--- config.mk ---
export PLATFORM = sky130hd
export DESIGN_NAME = icache_top
export DESIGN_NICKNAME = d
export VERILOG_FILES = /design/src/icache_pkg.sv /design/src/icache_fetch_ctrl.sv /design/src/icache_line_store.sv /design/src/icache_perf_counters.sv /design/src/icache_top.sv
export SDC_FILE = /design/constraint.sdc
export NUM_CORES = 2
export LEC_CHECK = 0
export ABC_AREA = 1
export ABC_CLOCK_PERIOD_IN_PS = 13100
export BUFFER_PORTS_ARGS = -buffer_cell sky130_fd_sc_hd__buf_2
export CORE_MARGIN = 2
export CORE_UTILIZATION = 30
export CTS_BUF_LIST = sky130_fd_sc_hd__clkbuf_2
export DETAILED_ROUTE_END_ITERATION = 8
export PLACE_DENSITY = 0.44
export SYNTH_ARGS = -nofsm -noshare
export SYNTH_HDL_FRONTEND = slang
export SYNTH_MEMORY_MAX_BITS = 65536
export SYNTH_SLANG_ARGS = --single-unit
export TNS_END_PERCENT = 5
--- constraint.sdc ---
create_clock -name clock -period 13.1 [get_ports clock]
set_input_delay 1.31 -clock clock [delete_from_list [all_inputs] [get_ports clock]]
set_output_delay 1.31 -clock clock [all_outputs]
set_load 0.05 [all_outputs]
--- src/icache_pkg.sv ---
`default_nettype none

package icache_pkg;

  // line geometry
  localparam int line_offset_bits = 5;
  localparam int index_bits = 4;
  localparam int tag_bits = 23;
  localparam int words_per_line = 8;
  localparam int word_bits = $clog2(words_per_line);

  // address regions
  localparam logic [31:0] skip_limit = 32'h3000_0000;
  localparam logic [31:0] burst_base = 32'ha000_0000;

  // AR channel encodings
  localparam logic [1:0] burst_wrap = 2'b10;
  localparam logic [2:0] word_size_code = 3'd2;

  typedef struct packed {
    logic        arvalid;
    logic [31:0] araddr;
    logic [7:0]  arlen;
    logic [2:0]  arsize;
    logic [1:0]  arburst;
    logic        rready;
  } axi_r_m2s_t;

  typedef struct packed {
    logic        arready;
    logic        rvalid;
    logic        rlast;
    logic [31:0] rdata;
  } axi_r_s2m_t;

  // one line, flat for storage or split into fetch words
  typedef union packed {
    logic [words_per_line*32-1:0]        flat;
    logic [words_per_line-1:0][31:0]     words;
  } line_data_u;

  typedef struct packed {
    logic                valid;
    logic [tag_bits-1:0] tag;
    line_data_u          data;
  } line_entry_t;

  typedef struct packed {
    logic [31:0] hits;
    logic [31:0] misses;
    logic [31:0] skips;
  } perf_counts_t;

endpackage

`default_nettype wire

--- src/icache_fetch_ctrl.sv ---
`timescale 1ns/1ps
`default_nettype none

module icache_fetch_ctrl
  import icache_pkg::*;
(
  input  logic                  clock,
  input  logic                  reset,
  input  logic [31:0]           fetch_addr,
  input  logic                  fetch_valid,
  output logic                  fetch_ready,
  output logic                  result_valid,
  output logic [31:0]           fetch_data,
  output axi_r_m2s_t            mem_req,
  input  axi_r_s2m_t            mem_rsp,
  output logic [index_bits-1:0] rd_index,
  input  line_entry_t           rd_entry,
  output logic                  wr_en,
  output logic [index_bits-1:0] wr_index,
  output line_entry_t           wr_entry,
  output logic                  hit_pulse,
  output logic                  miss_pulse,
  output logic                  skip_pulse
);

  typedef enum logic [2:0] {
    st_idle,
    st_skip,
    st_burst,
    st_flash_begin,
    st_flash_end
  } state_e;

  state_e state, state_next;

  logic                 ar_valid;
  logic [31:0]          ar_addr;
  logic [7:0]           ar_len;
  logic                 r_ready;
  logic [31:0]          req_addr;
  logic [word_bits-1:0] beat_cnt;
  logic [word_bits-1:0] fill_pos;
  line_data_u           line_buf;

  logic                 accept;
  logic                 is_skip;
  logic                 is_burst;
  logic                 tag_match;
  logic                 cached_hit;
  logic                 beat_take;

  // request decode, valid only in idle
  assign rd_index = fetch_addr[line_offset_bits +: index_bits];
  assign is_skip = fetch_addr < skip_limit;
  assign is_burst = fetch_addr >= burst_base;
  assign tag_match = rd_entry.tag == fetch_addr[31 -: tag_bits];
  assign cached_hit = !is_skip && rd_entry.valid && tag_match;
  assign accept = (state == st_idle) && fetch_valid && fetch_ready;

  // a beat is taken once, rready follows one cycle later
  assign beat_take = (state == st_skip || state == st_burst || state == st_flash_begin) &&
                     mem_rsp.rvalid && !r_ready;

  // critical word first, then wrap around the line
  assign fill_pos = req_addr[line_offset_bits-1:2] + beat_cnt;

  always_ff @(posedge clock) begin
    if (reset) begin
      state <= st_idle;
    end else begin
      state <= state_next;
    end
  end

  always_comb begin
    state_next = state;
    case (state)
      st_idle: begin
        if (accept) begin
          if (is_skip) begin
            state_next = st_skip;
          end else if (cached_hit) begin
            state_next = st_idle;
          end else if (is_burst) begin
            state_next = st_burst;
          end else begin
            state_next = st_flash_begin;
          end
        end
      end
      st_skip: begin
        if (beat_take) begin
          state_next = st_idle;
        end
      end
      st_burst: begin
        if (beat_take && mem_rsp.rlast) begin
          state_next = st_idle;
        end
      end
      st_flash_begin: begin
        if (beat_take) begin
          state_next = st_flash_end;
        end
      end
      st_flash_end: begin
        if (beat_cnt == '0) begin
          state_next = st_idle;
        end else begin
          state_next = st_flash_begin;
        end
      end
      default: state_next = st_idle;
    endcase
  end

  always_ff @(posedge clock) begin
    if (reset) begin
      ar_valid <= 1'b0;
      r_ready <= 1'b0;
      beat_cnt <= '0;
      fetch_ready <= 1'b1;
      result_valid <= 1'b0;
      wr_en <= 1'b0;
      hit_pulse <= 1'b0;
      miss_pulse <= 1'b0;
      skip_pulse <= 1'b0;
    end else begin
      // next flash word goes out after each single read
      if (accept && !cached_hit) begin
        ar_valid <= 1'b1;
      end else if (state == st_flash_end && beat_cnt != '0) begin
        ar_valid <= 1'b1;
      end else if (ar_valid && mem_rsp.arready) begin
        ar_valid <= 1'b0;
      end

      r_ready <= beat_take;

      if (accept) begin
        beat_cnt <= '0;
      end else if (beat_take) begin
        beat_cnt <= beat_cnt + word_bits'(1);
      end

      // after a refill ready comes back one cycle after the write
      if (accept && !cached_hit) begin
        fetch_ready <= 1'b0;
      end else if (state == st_idle || (state == st_skip && beat_take)) begin
        fetch_ready <= 1'b1;
      end

      result_valid <= (accept && cached_hit) || (beat_take && beat_cnt == '0);

      wr_en <= (state == st_burst && beat_take && mem_rsp.rlast) ||
               (state == st_flash_end && beat_cnt == '0);

      hit_pulse <= accept && cached_hit;
      miss_pulse <= accept && !is_skip && !cached_hit;
      skip_pulse <= accept && is_skip;
    end
  end

  always_ff @(posedge clock) begin
    if (accept) begin
      req_addr <= fetch_addr;
      ar_addr <= {fetch_addr[31:2], 2'b00};
      ar_len <= is_burst ? 8'd7 : 8'd0;
    end else if (state == st_flash_end) begin
      ar_addr <= {req_addr[31:line_offset_bits], fill_pos, 2'b00};
    end

    if (beat_take) begin
      line_buf.words[fill_pos] <= mem_rsp.rdata;
    end

    if (accept && cached_hit) begin
      fetch_data <= rd_entry.data.words[fetch_addr[line_offset_bits-1:2]];
    end else if (beat_take && beat_cnt == '0) begin
      fetch_data <= mem_rsp.rdata;
    end
  end

  always_comb begin
    mem_req.arvalid = ar_valid;
    mem_req.araddr = ar_addr;
    mem_req.arlen = ar_len;
    mem_req.arsize = word_size_code;
    mem_req.arburst = burst_wrap;
    mem_req.rready = r_ready;
  end

  // full line written with the tag of the missing address
  assign wr_index = req_addr[line_offset_bits +: index_bits];

  always_comb begin
    wr_entry.valid = 1'b1;
    wr_entry.tag = req_addr[31 -: tag_bits];
    wr_entry.data = line_buf;
  end

endmodule

`default_nettype wire

--- src/icache_line_store.sv ---
`timescale 1ns/1ps
`default_nettype none

module icache_line_store
  import icache_pkg::*;
(
  input  logic                  clock,
  input  logic                  reset,
  input  logic                  fencei,
  input  logic [index_bits-1:0] rd_index,
  output line_entry_t           rd_entry,
  input  logic                  wr_en,
  input  logic [index_bits-1:0] wr_index,
  input  line_entry_t           wr_entry
);

  localparam int num_lines = 1 << index_bits;

  logic [num_lines-1:0] valid_q;
  logic [tag_bits-1:0] tag_q [num_lines];
  logic [words_per_line*32-1:0] data_q [num_lines];

  // fencei overrides a write in the same cycle
  always_ff @(posedge clock) begin
    if (reset || fencei) begin
      valid_q <= '0;
    end else if (wr_en) begin
      valid_q[wr_index] <= wr_entry.valid;
    end
  end

  always_ff @(posedge clock) begin
    if (wr_en) begin
      tag_q[wr_index] <= wr_entry.tag;
      data_q[wr_index] <= wr_entry.data.flat;
    end
  end

  // combinational read port
  always_comb begin
    rd_entry.valid = valid_q[rd_index];
    rd_entry.tag = tag_q[rd_index];
    rd_entry.data.flat = data_q[rd_index];
  end

endmodule

`default_nettype wire

--- src/icache_perf_counters.sv ---
`timescale 1ns/1ps
`default_nettype none

module icache_perf_counters
  import icache_pkg::*;
(
  input  logic         clock,
  input  logic         reset,
  input  logic         hit_pulse,
  input  logic         miss_pulse,
  input  logic         skip_pulse,
  output perf_counts_t counts
);

  // holds at all ones instead of wrapping
  function automatic logic [31:0] sat_inc(input logic [31:0] value);
    if (&value) begin
      return value;
    end
    return value + 32'd1;
  endfunction

  always_ff @(posedge clock) begin
    if (reset) begin
      counts <= '0;
    end else begin
      if (hit_pulse) begin
        counts.hits <= sat_inc(counts.hits);
      end
      if (miss_pulse) begin
        counts.misses <= sat_inc(counts.misses);
      end
      if (skip_pulse) begin
        counts.skips <= sat_inc(counts.skips);
      end
    end
  end

endmodule

`default_nettype wire

--- src/icache_top.sv ---
`timescale 1ns/1ps
`default_nettype none

module icache_top
  import icache_pkg::*;
(
  input  logic         clock,
  input  logic         reset,
  input  logic [31:0]  fetch_addr,
  input  logic         fetch_valid,
  output logic         fetch_ready,
  output logic         result_valid,
  output logic [31:0]  fetch_data,
  input  logic         fencei,
  output axi_r_m2s_t   mem_req,
  input  axi_r_s2m_t   mem_rsp,
  output perf_counts_t counts
);

  logic [index_bits-1:0] rd_index;
  line_entry_t           rd_entry;
  logic                  wr_en;
  logic [index_bits-1:0] wr_index;
  line_entry_t           wr_entry;
  logic                  hit_pulse;
  logic                  miss_pulse;
  logic                  skip_pulse;

  icache_fetch_ctrl u_ctrl (
    .clock        (clock),
    .reset        (reset),
    .fetch_addr   (fetch_addr),
    .fetch_valid  (fetch_valid),
    .fetch_ready  (fetch_ready),
    .result_valid (result_valid),
    .fetch_data   (fetch_data),
    .mem_req      (mem_req),
    .mem_rsp      (mem_rsp),
    .rd_index     (rd_index),
    .rd_entry     (rd_entry),
    .wr_en        (wr_en),
    .wr_index     (wr_index),
    .wr_entry     (wr_entry),
    .hit_pulse    (hit_pulse),
    .miss_pulse   (miss_pulse),
    .skip_pulse   (skip_pulse)
  );

  icache_line_store u_store (
    .clock    (clock),
    .reset    (reset),
    .fencei   (fencei),
    .rd_index (rd_index),
    .rd_entry (rd_entry),
    .wr_en    (wr_en),
    .wr_index (wr_index),
    .wr_entry (wr_entry)
  );

  icache_perf_counters u_counters (
    .clock      (clock),
    .reset      (reset),
    .hit_pulse  (hit_pulse),
    .miss_pulse (miss_pulse),
    .skip_pulse (skip_pulse),
    .counts     (counts)
  );

endmodule

`default_nettype wire

## Word-level counts from Yosys, hierarchy flattened

Memory sizes are Yosys's and may differ from the RTL's.
Index checks and enable logic that the tools add are counted.

- Add/subtract/negate cells: 5
- Magnitude comparators: 8
- Equal/unequal tests: 12
- Muxes and demuxes: 42
- Bitwise logic cells: 1
- Reduce and logical (&&, ||, !) cells: 45

Operators with widths:

| operator | count |
|---|---|
| $mux 32 | 9 |
| $bwmux 256 | 1 |
| $add 32x1->32 const B | 3 |
| $bmux 32 s3 | 1 |
| $demux 32 s3 | 1 |
| $reduce_and 32->1 | 3 |
| $ge 32x32->1 const B | 1 |
| $lt 32x30->1 const B | 1 |
| $eq 23x23->1 | 1 |
| $logic_and 1x1->1 | 21 |
| $mux 3 | 7 |
| $mux 1 | 19 |
| $or 16x16->16 | 1 |
| $pmux 3 s5 | 1 |
| $lt 4x5->1 const B | 2 |
| $lt 3x4->1 const B | 2 |
| $ne 2x2->1 const B | 4 |
| $eq 3x2->1 const B | 2 |
| $logic_not 3->1 | 2 |
| $logic_or 1x1->1 | 6 |
| $ne 2x1->1 const B | 3 |
| $reduce_and 2->1 | 3 |
| $reduce_bool 2->1 | 3 |
| $reduce_bool 3->1 | 2 |
| other kinds (12) | 14 |

- Register bits: 484
- RAM bits: 4464
- Output and inout port bits: 177
- Logic and storage cells: 134
- Memories: 2

Memory list:

| memory | words | bits a word | read ports | clocked after Yosys merged registers in | wr ports | RTL line | source |
|---|---|---|---|---|---|---|---|
| u_store.data_q | 16 | 256 | 1 | 0 | 1 | icache_line_store.sv:21 | `logic [words_per_line*32-1:0] data_q [num_lines];` |
| u_store.tag_q | 16 | 23 | 1 | 0 | 1 | icache_line_store.sv:20 | `logic [tag_bits-1:0] tag_q [num_lines];` |

## Logic depth before layout (Yosys ltp)

- Depth in word-level cells: 9
- Gate-level depth with buffers: 21
- Mapped depth without buffers: 17

## Modules after synthesis

From an unflattened synthesis, not the netlist that was laid out.

- Cell total of the unflattened synthesis: 18977
- Area, all modules: 207464.0 µm²

By module, submodules not included:

| module | instances | cells each | area each (µm²) |
|---|---|---|---|
| icache_line_store | 1 | 16737 | 186119.8 |
| icache_fetch_ctrl | 1 | 1229 | 15358.5 |
| icache_perf_counters | 1 | 1011 | 5985.7 |

## Least setup slack after synthesis

OpenSTA, ideal clock, no wires.

- Path type: register to register
- Start point: register u_ctrl.req_addr[6]
- End point: memory u_store.data_q[0][0] (netlist bit) (enable)
- Arrival: 12.274 ns
- Required time: 12.175 ns
- Setup slack: -0.099 ns
- Stages on the path, launching flop included: 4
- Buffers on the path: 0
- Clock period less this slack: 13.199 ns
- Cells stage by stage: edfxtp_1 -> nor3_1 -> inv_1 -> nor2_1

RTL lines:

| what | RTL line | source |
|---|---|---|
| start, declared | icache_fetch_ctrl.sv:40 | `logic [31:0] req_addr;` |
| start signal, assigned | icache_fetch_ctrl.sv:166 | `req_addr <= fetch_addr;` |
| end, declared | icache_line_store.sv:21 |  |

Straight into the memory's write port.

## Worst setup path after layout

- Start point: input fetch_addr[5]
- End point: register u_ctrl.fetch_data[6], data pin

- Longest elaborated chain between the ends: 6
- Elaborated cells between the ends (all ways): 13
- Those cells by class: 1 x order compare; 1 x eq/ne; 5 x mux; 4 x reduce/logical; 2 x memory

Ends and longest elaborated chain:

| what | RTL line | source |
|---|---|---|
| start, declared | icache_top.sv:9 | `input logic [31:0] fetch_addr,` |
| $lt 32x30->1 / $bmux 1 s4 (equally long branches) | icache_fetch_ctrl.sv:54, icache_line_store.sv:41 |  |
| $logic_not 1->1 / $mux 1 (equally long branches) | icache_fetch_ctrl.sv:57, icache_line_store.sv:41 |  |
| $logic_and 1x1->1 (2 in series) | icache_fetch_ctrl.sv:57 | `assign cached_hit = !is_skip && rd_entry.valid && tag_match;` |
| $logic_and 1x1->1 | icache_fetch_ctrl.sv:177 | `if (accept && cached_hit) begin` |
| $mux 32 * | icache_fetch_ctrl.sv:177 |  |
| end signal, assigned | icache_fetch_ctrl.sv:178 | `fetch_data <= rd_entry.data.words[fetch_addr[line_offset_bits-1:2]];` |
| end signal, assigned | icache_fetch_ctrl.sv:180 | `fetch_data <= mem_rsp.rdata;` |
| end, declared | icache_fetch_ctrl.sv:13 | `output logic [31:0] fetch_data,` |

Every way passes the cells marked *; elsewhere a longest branch is shown, timed or not. The select of a mux whose other input is x is not followed.
A chain may end at the register's enable or synchronous reset.

==> impl_metrics.yaml <==
outcome:
  status: "complete, no violations"
logic_synthesis:
  synthCells: 14800
  synth_cell_type_count: 41
  dominantRegCellSynth: "edfxtp_1"
  async_flop_share_pct: 0
  synth_top_cell_area_share_pct: 75.1
  yosysTopAreaCell: "edfxtp_1"
  syn_area_um2: 192000
  synth.yosys.warnings: 0
  synth_edf_count: 4813
  ys_seq_area_share_pct: 76.4
  yosys-top-cells-area: "edfxtp_1, o21ai_0, nor2_1"
  ys_ff_latch: 4939
  synth.avg_cell_area_um2: 13.0
clock_network:
  postCtsSetupBuffers: 0
  cts_resized: 0
  clk_pin_slew_worst_paths_ps: 100
  hold_buffers: 174
  htreeDepth: 7
  cts_max_path_buffers: 5
  cts_root_buf: "clkbuf_2"
  clock_sinks: 4939
  cts_buffers: 1369
  clk_latency_ps: 2500
  cts_tree: "yes"
critical_path:
  start_kind: "input pin"
  critPathKind: "input pin to flop"
  r2r_slack_ps: 5260
  r2r-end: "u_ctrl.fetch_data[6]$_DFFE_PP_"
  cp.arrival_ps: 10660
  rr_worst_depth: 24
  endpoint_kind: "flop"
  worstPathRequired_ps: 15220
  worst-path-max-fanout: 161
  rr_startpoint: "u_store.tag_q[11][22]$_DFFE_PP_"
global_routing:
  grt_pass1_wl_um: 895000
  grt-ovfl-total: 0
  antenna_found_initial: 55
  grt_max_degree: 189
  grt_pass1_vias: 124000
  grt.total_usage_pct: 18.9
place:
  placed_cell_area_um2: 203000
  gp_congestion: 0.753
  port-buffer-count: 233
  place_inst: 22800
  dp_worst_setup_slack_ps: 5770
  hpwl_um: 292000
routing:
  routed_via_density: 5.07
  post_drt_wl_per_cell_um: 25.0
  via_count: 128000
  wirelength_um: 630000
  antenna_left: 0
  first_pass_iters: 6
  drt_iter0_drc: 12200
  drc_errors: 0
pwr:
  leakage_nw: 71.2
  power_frac_clock_pct: 34.5
  seq_power_share_pct: 58.4
  power_frac_comb_pct: 7.1
  power_mw: 30.5
  sw_frac_of_total_pct: 27.4
  p_int_mw: 22.1
  vdd_drop_max_v: 0.0000850
  power.density_nw_per_um2: 141
  p_switching_mw: 8.37
sta:
  timing.fmax_ghz: 0.117
  maxSlewHeadroom_pct: 22.4
  final.setup.worst_slack_ps: 4560
  setup_tns_ps: 0
  period_needed_ps: 8540
  setup_violations: 0
  slew_viol_final: 0
  fin_crit_sh_pct: 65.2
  tightest_slew_ps: 1160
  rsz0062_at_grt: "no"
  hold_viol_final: 0
  skew_ps: 292
  hold_ws_ps: 429
finish:
  synthToLayoutAreaGrowth_pct: 12.1
  post-route-cell-area_um2: 216000
  final_cells: 25200
  drive_gt1_share_pct: 15.4
  nNetsFinal: 15900
  fillers: 64200
  fin_util_pct: 33.7
die:
  die_area_um2: 648000
  io_pins: 248
  die_x_um: 805
  core_area_um2: 640000
  num_rows: 294
  start_util_pct: 30.1
  die_y_um: 805
hold_path:
  hold_class: "input pin to flop"
  min_to: "u_ctrl.req_addr[4]$_DFFE_PP_"
  hold-path-cell-count: 3
  hp-start: "fetch_addr[4]"
run:
  maxCapViolCount: 0
==> cell usage after synthesis (15+ instances only) <==
library cell,number
clkbuf_1,766
o21ai_0,2532
nor3_1,63
dfxtp_1,126
nand4_1,39
o22ai_1,1223
buf_2,129
buf_1,77
inv_1,249
xor2_1,15
buf_4,39
nand3_1,663
a21oi_1,73
nor2_1,2677
nand2_1,1227
edfxtp_1,4813
a31oi_1,37
buf_6,17
==> power groups by stage <==
stage	sequential (mW)	combinational (mW)	clock, mW
2_1_floorplan	18.3	1.09	0
3_3_place_gp	18.2	2.13	0
4_1_cts	17.8	2.19	10.9
5_1_grt	17.9	2.35	11.7
3_5_place_dp	18.2	2.13	0
6_report	17.8	2.16	10.5
==> final cells by class <==
class | instances | area (um^2) | area share [%]
multi-input combinational | 8634 | 40400 | 18.7
clock buffer | 1986 | 9940 | 4.61
inverter | 256 | 1020 | 0.471
clock inverter | 225 | 1060 | 0.490
sequential | 4939 | 147000 | 68.2
antenna | 41 | 103 | 0.0476
timing repair buffer | 669 | 5620 | 2.60
tap | 8436 | 10600 | 4.89
==> cell usage in the layout, fill, tap and decap left out, drive strengths merged, types with 126 or more instances in the layout <==
| cell | Yosys | layout |
|---|---|---|
| clkinv | 3 | 206 |
| clkbuf | 766 | 1987 |
| buf | 262 | 494 |
| o21ai | 2538 | 2538 |
| nor2 | 2679 | 2679 |
| dlygate4sd3 | 0 | 174 |
| dfxtp | 126 | 126 |
| o22ai | 1223 | 1223 |
| inv | 253 | 266 |
| edfxtp | 4813 | 4813 |
| nand3 | 664 | 664 |
| nand2 | 1227 | 1227 |
==> sequential cells by signal (all words and copies together) (netlist names) <==
| register | cells |
|---|---|
| u_counters.counts | 96 |
| u_ctrl.ar_addr | 30 |
| u_ctrl.ar_len | 1 |
| u_ctrl.ar_valid | 1 |
| u_ctrl.beat_cnt | 3 |
| u_ctrl.fetch_data | 32 |
| u_ctrl.fetch_ready | 1 |
| u_ctrl.hit_pulse | 1 |
| u_ctrl.line_buf | 256 |
| u_ctrl.miss_pulse | 1 |
| u_ctrl.r_ready | 1 |
| u_ctrl.req_addr | 30 |
| u_ctrl.result_valid | 1 |
| u_ctrl.skip_pulse | 1 |
| u_ctrl.state | 3 |
| u_ctrl.wr_en | 1 |
| u_store.data_q | 4096 |
| u_store.tag_q | 368 |
| u_store.valid_q | 16 |
==> cells by family (layout without fill, tap and decap cells) <==
kind of cell | Yosys count | in the layout | share of synthesized area [%]
DFF | 4939 | 4939 | 76.4
other | 2 | 53 | 0.00390
adders and majority gates | 7 | 7 | 0.0494
xor gates and xnor gates | 22 | 22 | 0.100
AOI/OAI and AO/OA | 3892 | 3892 | 11.0
and+or+nand+nor | 4701 | 4701 | 9.74
buffers and inverters | 1284 | 3136 | 2.73
==> critical path, cell delays in order <==
cell and delay, ps:
dlygate4sd3_1 620, buf_12 410, inv_8 400, buf_12 400, nand2_1 140, nand3_1 80
nand2_1 100, nand2_1 70, nand2_1 120, nand2_1 50, dlygate4sd3_1 560, nand3_1 70
dlygate4sd3_1 580, nand2_1 60, dlygate4sd3_1 560, nor2_1 90, dlygate4sd3_1 550, nand2_1 50
dlygate4sd3_1 560, nor2_1 90, dlygate4sd3_1 570, nand3_2 110, dlygate4sd3_1 690, nor2_4 330
buf_4 330, buf_4 500, nor2_1 90, a31oi_1 770
==> worst max path at each step <==
stage	slack (ps)	start	end	cells after the start
after floorplan	-100	u_ctrl.req_addr[6]$_DFFE_PP_	u_store.data_q[0][0]$_DFFE_PP_	3
after global placement	5720	fetch_addr[5]	u_ctrl.fetch_data[6]$_DFFE_PP_	19
after detailed placement	5770	fetch_addr[5]	u_ctrl.fetch_data[6]$_DFFE_PP_	19
after CTS	4860	fetch_addr[5]	u_ctrl.fetch_data[6]$_DFFE_PP_	28
after global routing	4490	fetch_addr[5]	u_ctrl.fetch_data[6]$_DFFE_PP_	28
final	4560	fetch_addr[5]	u_ctrl.fetch_data[6]$_DFFE_PP_	28
==> metal layers <==
metal / vias up / track usage, % / part of all wire [%]
met4: 6 / 6.11 / 2.3
li1: 57600 / - / -
met5: - / 0 / 0.0059
met1: 64800 / 26.1 / 46
met3: 1121 / 3.36 / 5.6
met2: 4157 / 30.2 / 46
(Power assumes the default switching activity.)
